**config.mk**
```make
export PLATFORM = sky130hd
export DESIGN_NAME = smc_lite_top
export DESIGN_NICKNAME = d
export VERILOG_FILES = /design/src/source/smc_regs_pkg.sv /design/src/source/smc_mem_pkg.sv /design/src/source/smc_apb_lite_if.sv /design/src/source/smc_cfreg_lite.sv /design/src/source/smc_access_ctrl.sv /design/src/source/smc_lite_top.sv
export SDC_FILE = /design/constraint.sdc
export NUM_CORES = 1
export LEC_CHECK = 0
export BUFFER_PORTS_ARGS = -buffer_cell sky130_fd_sc_hd__buf_2
export CAP_MARGIN = 20
export CELL_PAD_IN_SITES_DETAIL_PLACEMENT = 1
export CELL_PAD_IN_SITES_GLOBAL_PLACEMENT = 2
export CORE_ASPECT_RATIO = 0.5
export CORE_MARGIN = 2
export CORE_UTILIZATION = 30
export CTS_BUF_LIST = sky130_fd_sc_hd__clkbuf_4
export DETAILED_ROUTE_END_ITERATION = 6
export PLACE_DENSITY_LB_ADDON = 0.1
export SKIP_LAST_GASP = 1
export SYNTH_ARGS = -nofsm -noshare
export SYNTH_HDL_FRONTEND = slang
export SYNTH_SLANG_ARGS = --single-unit
export TNS_END_PERCENT = 50
```
**constraint.sdc**
```tcl
create_clock -name pclk -period 6.35 [get_ports pclk]
set_input_delay 1.27 -clock pclk [delete_from_list [all_inputs] [get_ports pclk]]
set_output_delay 1.27 -clock pclk [all_outputs]
set_load 0.02 [all_outputs]
```
**src/source/smc_regs_pkg.sv**
```systemverilog
`default_nettype none

package smc_regs_pkg;

  // -------------------------------------------------------------------------
  // APB side widths
  // -------------------------------------------------------------------------
  localparam int APB_ADDR_W = 5;   // Byte address as seen on paddr
  localparam int APB_DATA_W = 32;
  localparam int WAIT_W     = 4;
  localparam int COUNT_W    = 16;  // Completed access counter

  typedef logic [APB_ADDR_W-1:0] apb_addr_t;
  typedef logic [APB_DATA_W-1:0] apb_data_t;
  typedef logic [WAIT_W-1:0]     wait_t;          // Extra strobe cycles
  typedef logic [COUNT_W-1:0]    access_count_t;

  // Register map
  localparam apb_addr_t ADDR_CONFIG = 5'h00;
  localparam apb_addr_t ADDR_STATUS = 5'h04;

  // Config image in bits 7:0 of register 0
  typedef struct packed {
    wait_t wr_wait;  // Bits 7:4
    wait_t rd_wait;  // Bits 3:0
  } smc_cfg_t;

  // Status image, read only
  typedef struct packed {
    logic [APB_DATA_W-COUNT_W-2:0] rsvd;  // Bits 31:17 read as zero
    logic                          busy;  // Bit 16
    access_count_t                 access_count;
  } smc_status_t;

  localparam smc_cfg_t CFG_RESET = '{wr_wait: 4'd2, rd_wait: 4'd3};

endpackage

`default_nettype wire

```
**src/source/smc_mem_pkg.sv**
```systemverilog
`default_nettype none

package smc_mem_pkg;

  // -------------------------------------------------------------------------
  // Memory side widths
  // -------------------------------------------------------------------------
  localparam int MEM_ADDR_W = 16;  // Word address
  localparam int MEM_DATA_W = 16;

  typedef logic [MEM_ADDR_W-1:0] mem_addr_t;
  typedef logic [MEM_DATA_W-1:0] mem_data_t;

  // One host request, sampled with the req strobe
  typedef struct packed {
    logic      write;  // 1 = write, 0 = read
    mem_addr_t addr;
    mem_data_t wdata;
  } host_req_t;

  // Pins toward the SRAM
  typedef struct packed {
    logic      cs_n;   // Chip select
    logic      oe_n;   // Output enable for reads
    logic      we_n;   // Write enable
    mem_addr_t addr;
    mem_data_t wdata;
  } mem_pins_t;

  // Access sequencer states
  typedef enum logic [1:0] {IDLE, SETUP, STROBE, HOLD} access_state_t;

endpackage

`default_nettype wire

```
**src/source/smc_apb_lite_if.sv**
```systemverilog
`timescale 1ns/10ps
`default_nettype none

// APB lite slave front end
// Address decode into register selects plus the read mux
module smc_apb_lite_if (
  input  wire                       psel,     // APB select
  input  wire                       penable,  // Access phase
  input  wire smc_regs_pkg::apb_addr_t   paddr,
  input  wire smc_regs_pkg::smc_cfg_t    cfg,     // Config register image
  input  wire smc_regs_pkg::smc_status_t status,  // Status register image
  output logic                      sel_config,
  output smc_regs_pkg::apb_data_t   prdata
);

  import smc_regs_pkg::*;

  localparam int CFG_PAD_W = APB_DATA_W - $bits(smc_cfg_t);  // Zero fill above cfg

  // -------------------------------------------------------------------------
  // Register select
  // -------------------------------------------------------------------------
  // Bit significant select, one per writable register
  always_comb
  begin : p_addr_decode
    if (psel && penable)
    begin
      if (paddr == ADDR_CONFIG)
        sel_config = 1'b1;
      else
        sel_config = 1'b0;  // Status and holes take no write
    end
    else
    begin
      sel_config = 1'b0;
    end
  end

  // -------------------------------------------------------------------------
  // Read data
  // -------------------------------------------------------------------------
  // Straight from paddr
  // No select needed for reads
  always_comb
  begin : p_read_mux
    case (paddr)
      ADDR_CONFIG:
        prdata = {{CFG_PAD_W{1'b0}}, cfg};  // Wait fields in 7:0
      ADDR_STATUS:
        prdata = status;  // Busy and access count
      default:
        prdata = '0;      // Unmapped
    endcase
  end

endmodule

`default_nettype wire

```
**src/source/smc_cfreg_lite.sv**
```systemverilog
`timescale 1ns/10ps
`default_nettype none

// Wait-state configuration register
module smc_cfreg_lite (
  input  wire                      pclk,
  input  wire                      reset,       // Sync, active high
  input  wire                      sel_config,  // From the address decode
  input  wire                      pwrite,
  input  wire smc_regs_pkg::apb_data_t  pwdata,
  output smc_regs_pkg::smc_cfg_t   cfg
);

  import smc_regs_pkg::*;

  localparam int CFG_W = $bits(smc_cfg_t);  // 8 bits of fields

  logic     cfg_wr;     // Write strobe for this register
  smc_cfg_t cfg_next;

  // Only the access phase of a write
  assign cfg_wr = sel_config && pwrite;

  // Low byte of pwdata maps straight onto the struct
  assign cfg_next = smc_cfg_t'(pwdata[CFG_W-1:0]);

  // -------------------------------------------------------------------------
  // Register
  // -------------------------------------------------------------------------
  always_ff @(posedge pclk)
  begin : p_cfg_reg
    if (reset)
    begin
      cfg <= CFG_RESET;  // rd_wait 3, wr_wait 2
    end
    else if (cfg_wr)
    begin
      cfg <= cfg_next;   // Visible on prdata next cycle
    end
  end

endmodule

`default_nettype wire

```
**src/source/smc_access_ctrl.sv**
```systemverilog
`timescale 1ns/10ps
`default_nettype none

// Single access sequencer for one asynchronous SRAM chip select
module smc_access_ctrl (
  input  wire                           pclk,
  input  wire                           reset,      // Sync, active high
  input  wire                           req,        // One cycle start strobe
  input  wire smc_mem_pkg::host_req_t   req_info,
  input  wire smc_regs_pkg::smc_cfg_t   cfg,
  input  wire smc_mem_pkg::mem_data_t   mem_rdata,  // From the SRAM
  output smc_mem_pkg::mem_pins_t        mem_pins,
  output logic                          busy,
  output logic                          done,
  output smc_mem_pkg::mem_data_t        rdata,
  output smc_regs_pkg::smc_status_t     status
);

  import smc_regs_pkg::*;
  import smc_mem_pkg::*;

  access_state_t state_q;
  access_state_t state_d;
  logic          start;           // Accepted request
  logic          strobe_end;      // Last STROBE cycle
  wait_t         wait_cnt_q;      // STROBE cycles left minus one
  logic          write_q;         // Direction of the access in flight
  logic          cs_n_q;
  logic          oe_n_q;
  logic          we_n_q;
  mem_addr_t     addr_q;
  mem_data_t     wdata_q;
  mem_data_t     rdata_q;
  access_count_t access_count_q;

  assign start      = req && (state_q == IDLE);  // Ignored while busy
  assign strobe_end = (state_q == STROBE) && (wait_cnt_q == '0);

  // -------------------------------------------------------------------------
  // Next state
  // -------------------------------------------------------------------------
  always_comb
  begin : p_next_state
    state_d = state_q;
    case (state_q)
      IDLE:
      begin
        if (req)
          state_d = SETUP;
      end
      SETUP:
        state_d = STROBE;  // Always one cycle
      STROBE:
      begin
        if (wait_cnt_q == '0)
          state_d = HOLD;
      end
      HOLD:
        state_d = IDLE;
      default:
        state_d = IDLE;
    endcase
  end

  // -------------------------------------------------------------------------
  // State and pin control
  // -------------------------------------------------------------------------
  always_ff @(posedge pclk)
  begin : p_ctrl
    if (reset)
    begin
      state_q        <= IDLE;
      cs_n_q         <= 1'b1;
      oe_n_q         <= 1'b1;
      we_n_q         <= 1'b1;
      access_count_q <= '0;
    end
    else
    begin
      state_q <= state_d;
      if (start)
        cs_n_q <= 1'b0;  // Low from SETUP on
      if (state_q == SETUP)
      begin
        oe_n_q <= write_q;   // Read strobe
        we_n_q <= !write_q;  // Write strobe
      end
      if (strobe_end)
      begin
        oe_n_q <= 1'b1;
        we_n_q <= 1'b1;
      end
      if (state_q == HOLD)
      begin
        cs_n_q         <= 1'b1;
        access_count_q <= access_count_q + 1'b1;  // Wraps at 16 bits
      end
    end
  end

  // Request latch, wait count and read capture
  always_ff @(posedge pclk)
  begin : p_payload
    if (start)
    begin
      write_q    <= req_info.write;
      addr_q     <= req_info.addr;
      wdata_q    <= req_info.wdata;
      wait_cnt_q <= req_info.write ? cfg.wr_wait : cfg.rd_wait;  // Held for the access
    end
    else if ((state_q == STROBE) && (wait_cnt_q != '0))
    begin
      wait_cnt_q <= wait_cnt_q - 1'b1;
    end
    if (strobe_end && !write_q)
      rdata_q <= mem_rdata;  // Sampled on the last strobe edge
  end

  // -------------------------------------------------------------------------
  // Outputs
  // -------------------------------------------------------------------------
  assign mem_pins = '{cs_n: cs_n_q, oe_n: oe_n_q, we_n: we_n_q,
                      addr: addr_q, wdata: wdata_q};

  assign busy  = (state_q != IDLE);
  assign done  = (state_q == HOLD);  // One cycle pulse
  assign rdata = rdata_q;

  assign status = '{rsvd: '0, busy: busy, access_count: access_count_q};

endmodule

`default_nettype wire

```
**src/source/smc_lite_top.sv**
```systemverilog
`timescale 1ns/10ps
`default_nettype none

// Static memory controller with APB configuration port
module smc_lite_top (
  input  wire                           pclk,
  input  wire                           reset,
  // APB slave
  input  wire                           psel,
  input  wire                           penable,
  input  wire                           pwrite,
  input  wire smc_regs_pkg::apb_addr_t  paddr,
  input  wire smc_regs_pkg::apb_data_t  pwdata,
  output smc_regs_pkg::apb_data_t       prdata,
  // Host access port
  input  wire                           req,
  input  wire smc_mem_pkg::host_req_t   req_info,
  output logic                          busy,
  output logic                          done,
  output smc_mem_pkg::mem_data_t        rdata,
  // SRAM pins
  output smc_mem_pkg::mem_pins_t        mem_pins,
  input  wire smc_mem_pkg::mem_data_t   mem_rdata
);

  import smc_regs_pkg::*;

  logic        sel_config;  // Config register write select
  smc_cfg_t    cfg;         // Wait-state settings
  smc_status_t status;      // Busy and access count

  // APB decode and read mux
  smc_apb_lite_if u_apb_if (
    .psel       (psel),
    .penable    (penable),
    .paddr      (paddr),
    .cfg        (cfg),
    .status     (status),
    .sel_config (sel_config),
    .prdata     (prdata)
  );

  smc_cfreg_lite u_cfreg (
    .pclk       (pclk),
    .reset      (reset),
    .sel_config (sel_config),
    .pwrite     (pwrite),
    .pwdata     (pwdata),
    .cfg        (cfg)
  );

  // Memory access sequencer
  smc_access_ctrl u_access_ctrl (
    .pclk      (pclk),
    .reset     (reset),
    .req       (req),
    .req_info  (req_info),
    .cfg       (cfg),
    .mem_rdata (mem_rdata),
    .mem_pins  (mem_pins),
    .busy      (busy),
    .done      (done),
    .rdata     (rdata),
    .status    (status)
  );

endmodule

`default_nettype wire

```
==> flow_summary_export.csv <==
group,metric,value,unit
sta,finalCritPeriodShare,66.0,%
clock_tree,htreeDepth,3,
critical_path,ff2ff_path_depth,5,
sta,setup_viol,0,
floorplan,start_util,30.6,%
detailed_routing,first_pass_iters,4,
synth,syn_inst,260,
sta,hold_viol_final,0,
placed_design,port_buffers,137,
critical_path,critical_path_required,5.08,ns
power,power_leakage,1.82,nW
global_routing,busiest_layer,"met2",
finish,nets,497,
clock_tree,insertion_delay,0.44,ns
synth,synth_seq_area_share,64.9,%
detailed_routing,drt_iter0_drc,98,
synth,synth-xor-area-share,3.14,%
detailed_routing,vias,2500,
critical_path,critPathCaptureType,"output pin",
global_routing,grt_pass1_vias,2560,
worst_hold_path,hold_path_end,"u_access_ctrl.cs_n_q",
flow_run,max-cap-violations,0,
global_routing,grt_max_degree,33,
synth,netlist_area,3350,µm²
finish,regArea,2170,µm²
finish,fillers,1256,
detailed_routing,routed_wl,8620,µm
clock_tree,cts.path.max_buffers,2,
sta,fmax,239,MHz
finish,final_cells,549,
floorplan,die_area,12100,µm²
clock_tree,cts_tree,"done",
floorplan,rows,27,
sta,rsz0062_at_grt,"no",
synth,yosys.area_share.simple,14.3,%
sta,tightest_slew,0.847,ns
clock_tree,post_cts_resized,0,
clock_tree,hold_buffers,0,
detailed_routing,viasPerCell,4.55,
floorplan,die_w,153,µm
critical_path,start_kind,"input pin",
sta,tns,0,ns
global_routing,grt_util_met1,16.8,%
synth,syn_area_per_cell,12.9,µm²
global_routing,met2_usage,24.1,%
finish,layout_commonest_cell,"buf_2",
synth,yosysWarningCount,0,
synth,synth_mux_area_share,3.40,%
sta,finalCriticalPeriod,4.19,ns
worst_hold_path,hp-class,"reg2reg",
global_routing,grt_pass1_wl,13200,µm
synth,synth.distinct_cells,38,
critical_path,reg2reg_to,"u_access_ctrl.rdata[8]",
global_routing,gr-total-overflow,0,
sta,fin_skew,0.0137,ns
clock_tree,cts_sinks,82,
clock_tree,cts_buffers,9,
worst_hold_path,holdCritStartpoint,"u_access_ctrl.cs_n_q",
placed_design,place_inst,532,
detailed_routing,final_antenna_net_count,0,
sta,slew_viol_final,0,
critical_path,reg2reg_from,"u_access_ctrl.wait_cnt_q[0]",
finish,mostFrequentLayoutCells,"137 x buf_2, 53 x edfxtp_1, 29 x dfxtp_1",
floorplan,ios,177,
floorplan,die_h,78.7,µm
critical_path,path_class,"in2out",
finish,multi_input_area,1030,µm²
outcome,status,"finished clean",
power,powerDensity,311,nW/µm²
placed_design,gp_congestion,0.703,
global_routing,grtUsageMet3,5.51,%
critical_path,r2r_setup_slack,4.12,ns
global_routing,grtUsageTotal,14.1,%
synth,yosys_register_bits,82,
clock_tree,clk_pin_slew,0.13,ns
detailed_routing,routedWlPerCell,15.7,µm
worst_hold_path,holdPathStages,1,
finish,area_growth,27.4,%
clock_tree,root_buffer,"clkbuf_4",
floorplan,core-area,10900,µm²
detailed_routing,drc,0,
critical_path,crit_fanout,10,
synth,synth_fa_ha_area_share,2.62,%
critical_path,arrival,2.92,ns
sta,slew_headroom,43.1,%
synth,synth_compound_area_share,5.61,%
placed_design,place_hpwl,6580,µm
power,irDropWorstVdd,0.0000914,V
global_routing,antenna_found_initial,1,
clock_tree,cts_setup_buffers,0,
synth,synth_top_family_by_area,"simple AND/OR/NAND/NOR gates",
finish,drive_gt1_share,39.2,%
through the flow:
step	util, %	power (mW)	area [µm²]	setup slack, ns	hold WS [ns]
after detailed placement	37.6	1.02	4120	2.12	0.456
after floorplan	-	0.915	3400	2.66	0.437
after global placement	37.5	1.01	4110	2.17	0.447
after global routing	39.0	1.40	4260	2.04	0.519
after CTS	38.9	1.35	4260	2.12	0.487
final	39.0	1.33	4260	2.16	0.484
synth_stat cells:
master    count  area share [%]
inv_1         7            0.79
o21ai_0       3            0.45
and3_1       10             1.9
a31o_1        1            0.26
or3b_1        1            0.26
a211oi_1      3            0.67
dfxtp_1      29              17
conb_1        1            0.11
nor3b_1       1            0.22
a21oi_1       6            0.90
nand2b_1      2            0.37
mux2i_1       8             2.4
nor4_1        1            0.19
nand4_1       6             1.1
a31oi_1       1            0.19
clkbuf_1      6            0.67
nor3_1        6            0.90
xor2_1        7             1.8
buf_4        18             4.0
ha_1          7             2.6
a22o_1        8             2.1
nor2_1       24             2.7
or4_4         1            0.34
and2_1        1            0.19
buf_1         1            0.11
nor4_2        1            0.37
or4_1         1            0.22
buf_6         1            0.34
nor2b_1      11             2.1
a211o_1       4             1.0
nor3_4        1            0.49
or3_1         1            0.19
and4_1        2            0.52
nand3_1       7             1.0
nand2_1      11             1.2
xnor2_1       5             1.3
mux2_1        3             1.0
edfxtp_1     53              48
worst max-delay path by stage:
stage | start | endpoint | slack (ns) | cells after the start
detailed placement | paddr[4] | prdata[0] | 2.12 | 5
finish | paddr[4] | prdata[0] | 2.16 | 5
CTS | paddr[4] | prdata[0] | 2.12 | 5
floorplan | paddr[4] | prdata[0] | 2.66 | 3
global placement | paddr[4] | prdata[0] | 2.17 | 5
global route | paddr[4] | prdata[5] | 2.04 | 5
area by class of cell:
type                       instances  area share (%)
antenna                            1          0.0587
clock buffer                       9            1.58
clock inverter                     7            1.79
inverter                           7           0.616
multi-input combinational        159            24.2
sequential                        82            50.9
tap                              145            4.25
timing repair buffer             139            16.5
flip-flops by register name (all words and copies together) (netlist names):
register                      cells
u_access_ctrl.access_count_q     16
u_access_ctrl.write_q             1
u_access_ctrl.addr_q             16
u_access_ctrl.cs_n_q              1
u_access_ctrl.wdata_q            16
u_access_ctrl.we_n_q              1
u_access_ctrl.oe_n_q              1
u_access_ctrl.state_q             2
u_access_ctrl.rdata              16
u_access_ctrl.wait_cnt_q          4
u_cfreg.cfg                       8
layer usage:
layer / vias up / routed length, µm / share of wire, %
li1: 1183 / - / -
met1: 1213 / 3800 / 44
met2: 95 / 4030 / 47
met3: 9 / 691 / 8.0
met4: 0 / 94 / 1.1
met5: - / 0 / 0
report_power, final:
part / internal [mW] / total (mW) / switching [mW]
registers: 0.665 / 0.699 / 0.0349
clock network: 0.124 / 0.321 / 0.198
logic: 0.101 / 0.305 / 0.204
cells by family (layout without fill, tap and decap cells):
group / after synthesis / count (layout)
other: 1 / 16
adders and majority gates: 7 / 7
and+or+nand+nor: 88 / 88
AOI/OAI and AO/OA: 26 / 26
DFF: 82 / 82
muxes: 11 / 11
xor gates and xnor gates: 12 / 12
buffers and inverters: 33 / 162
critical path: stages:
cell	delay, ns
buf_2	0.11
nor4_2	0.75
and2_1	0.41
a22o_1	0.21
buf_2	0.16
Power figures use the tool's default switching activity.
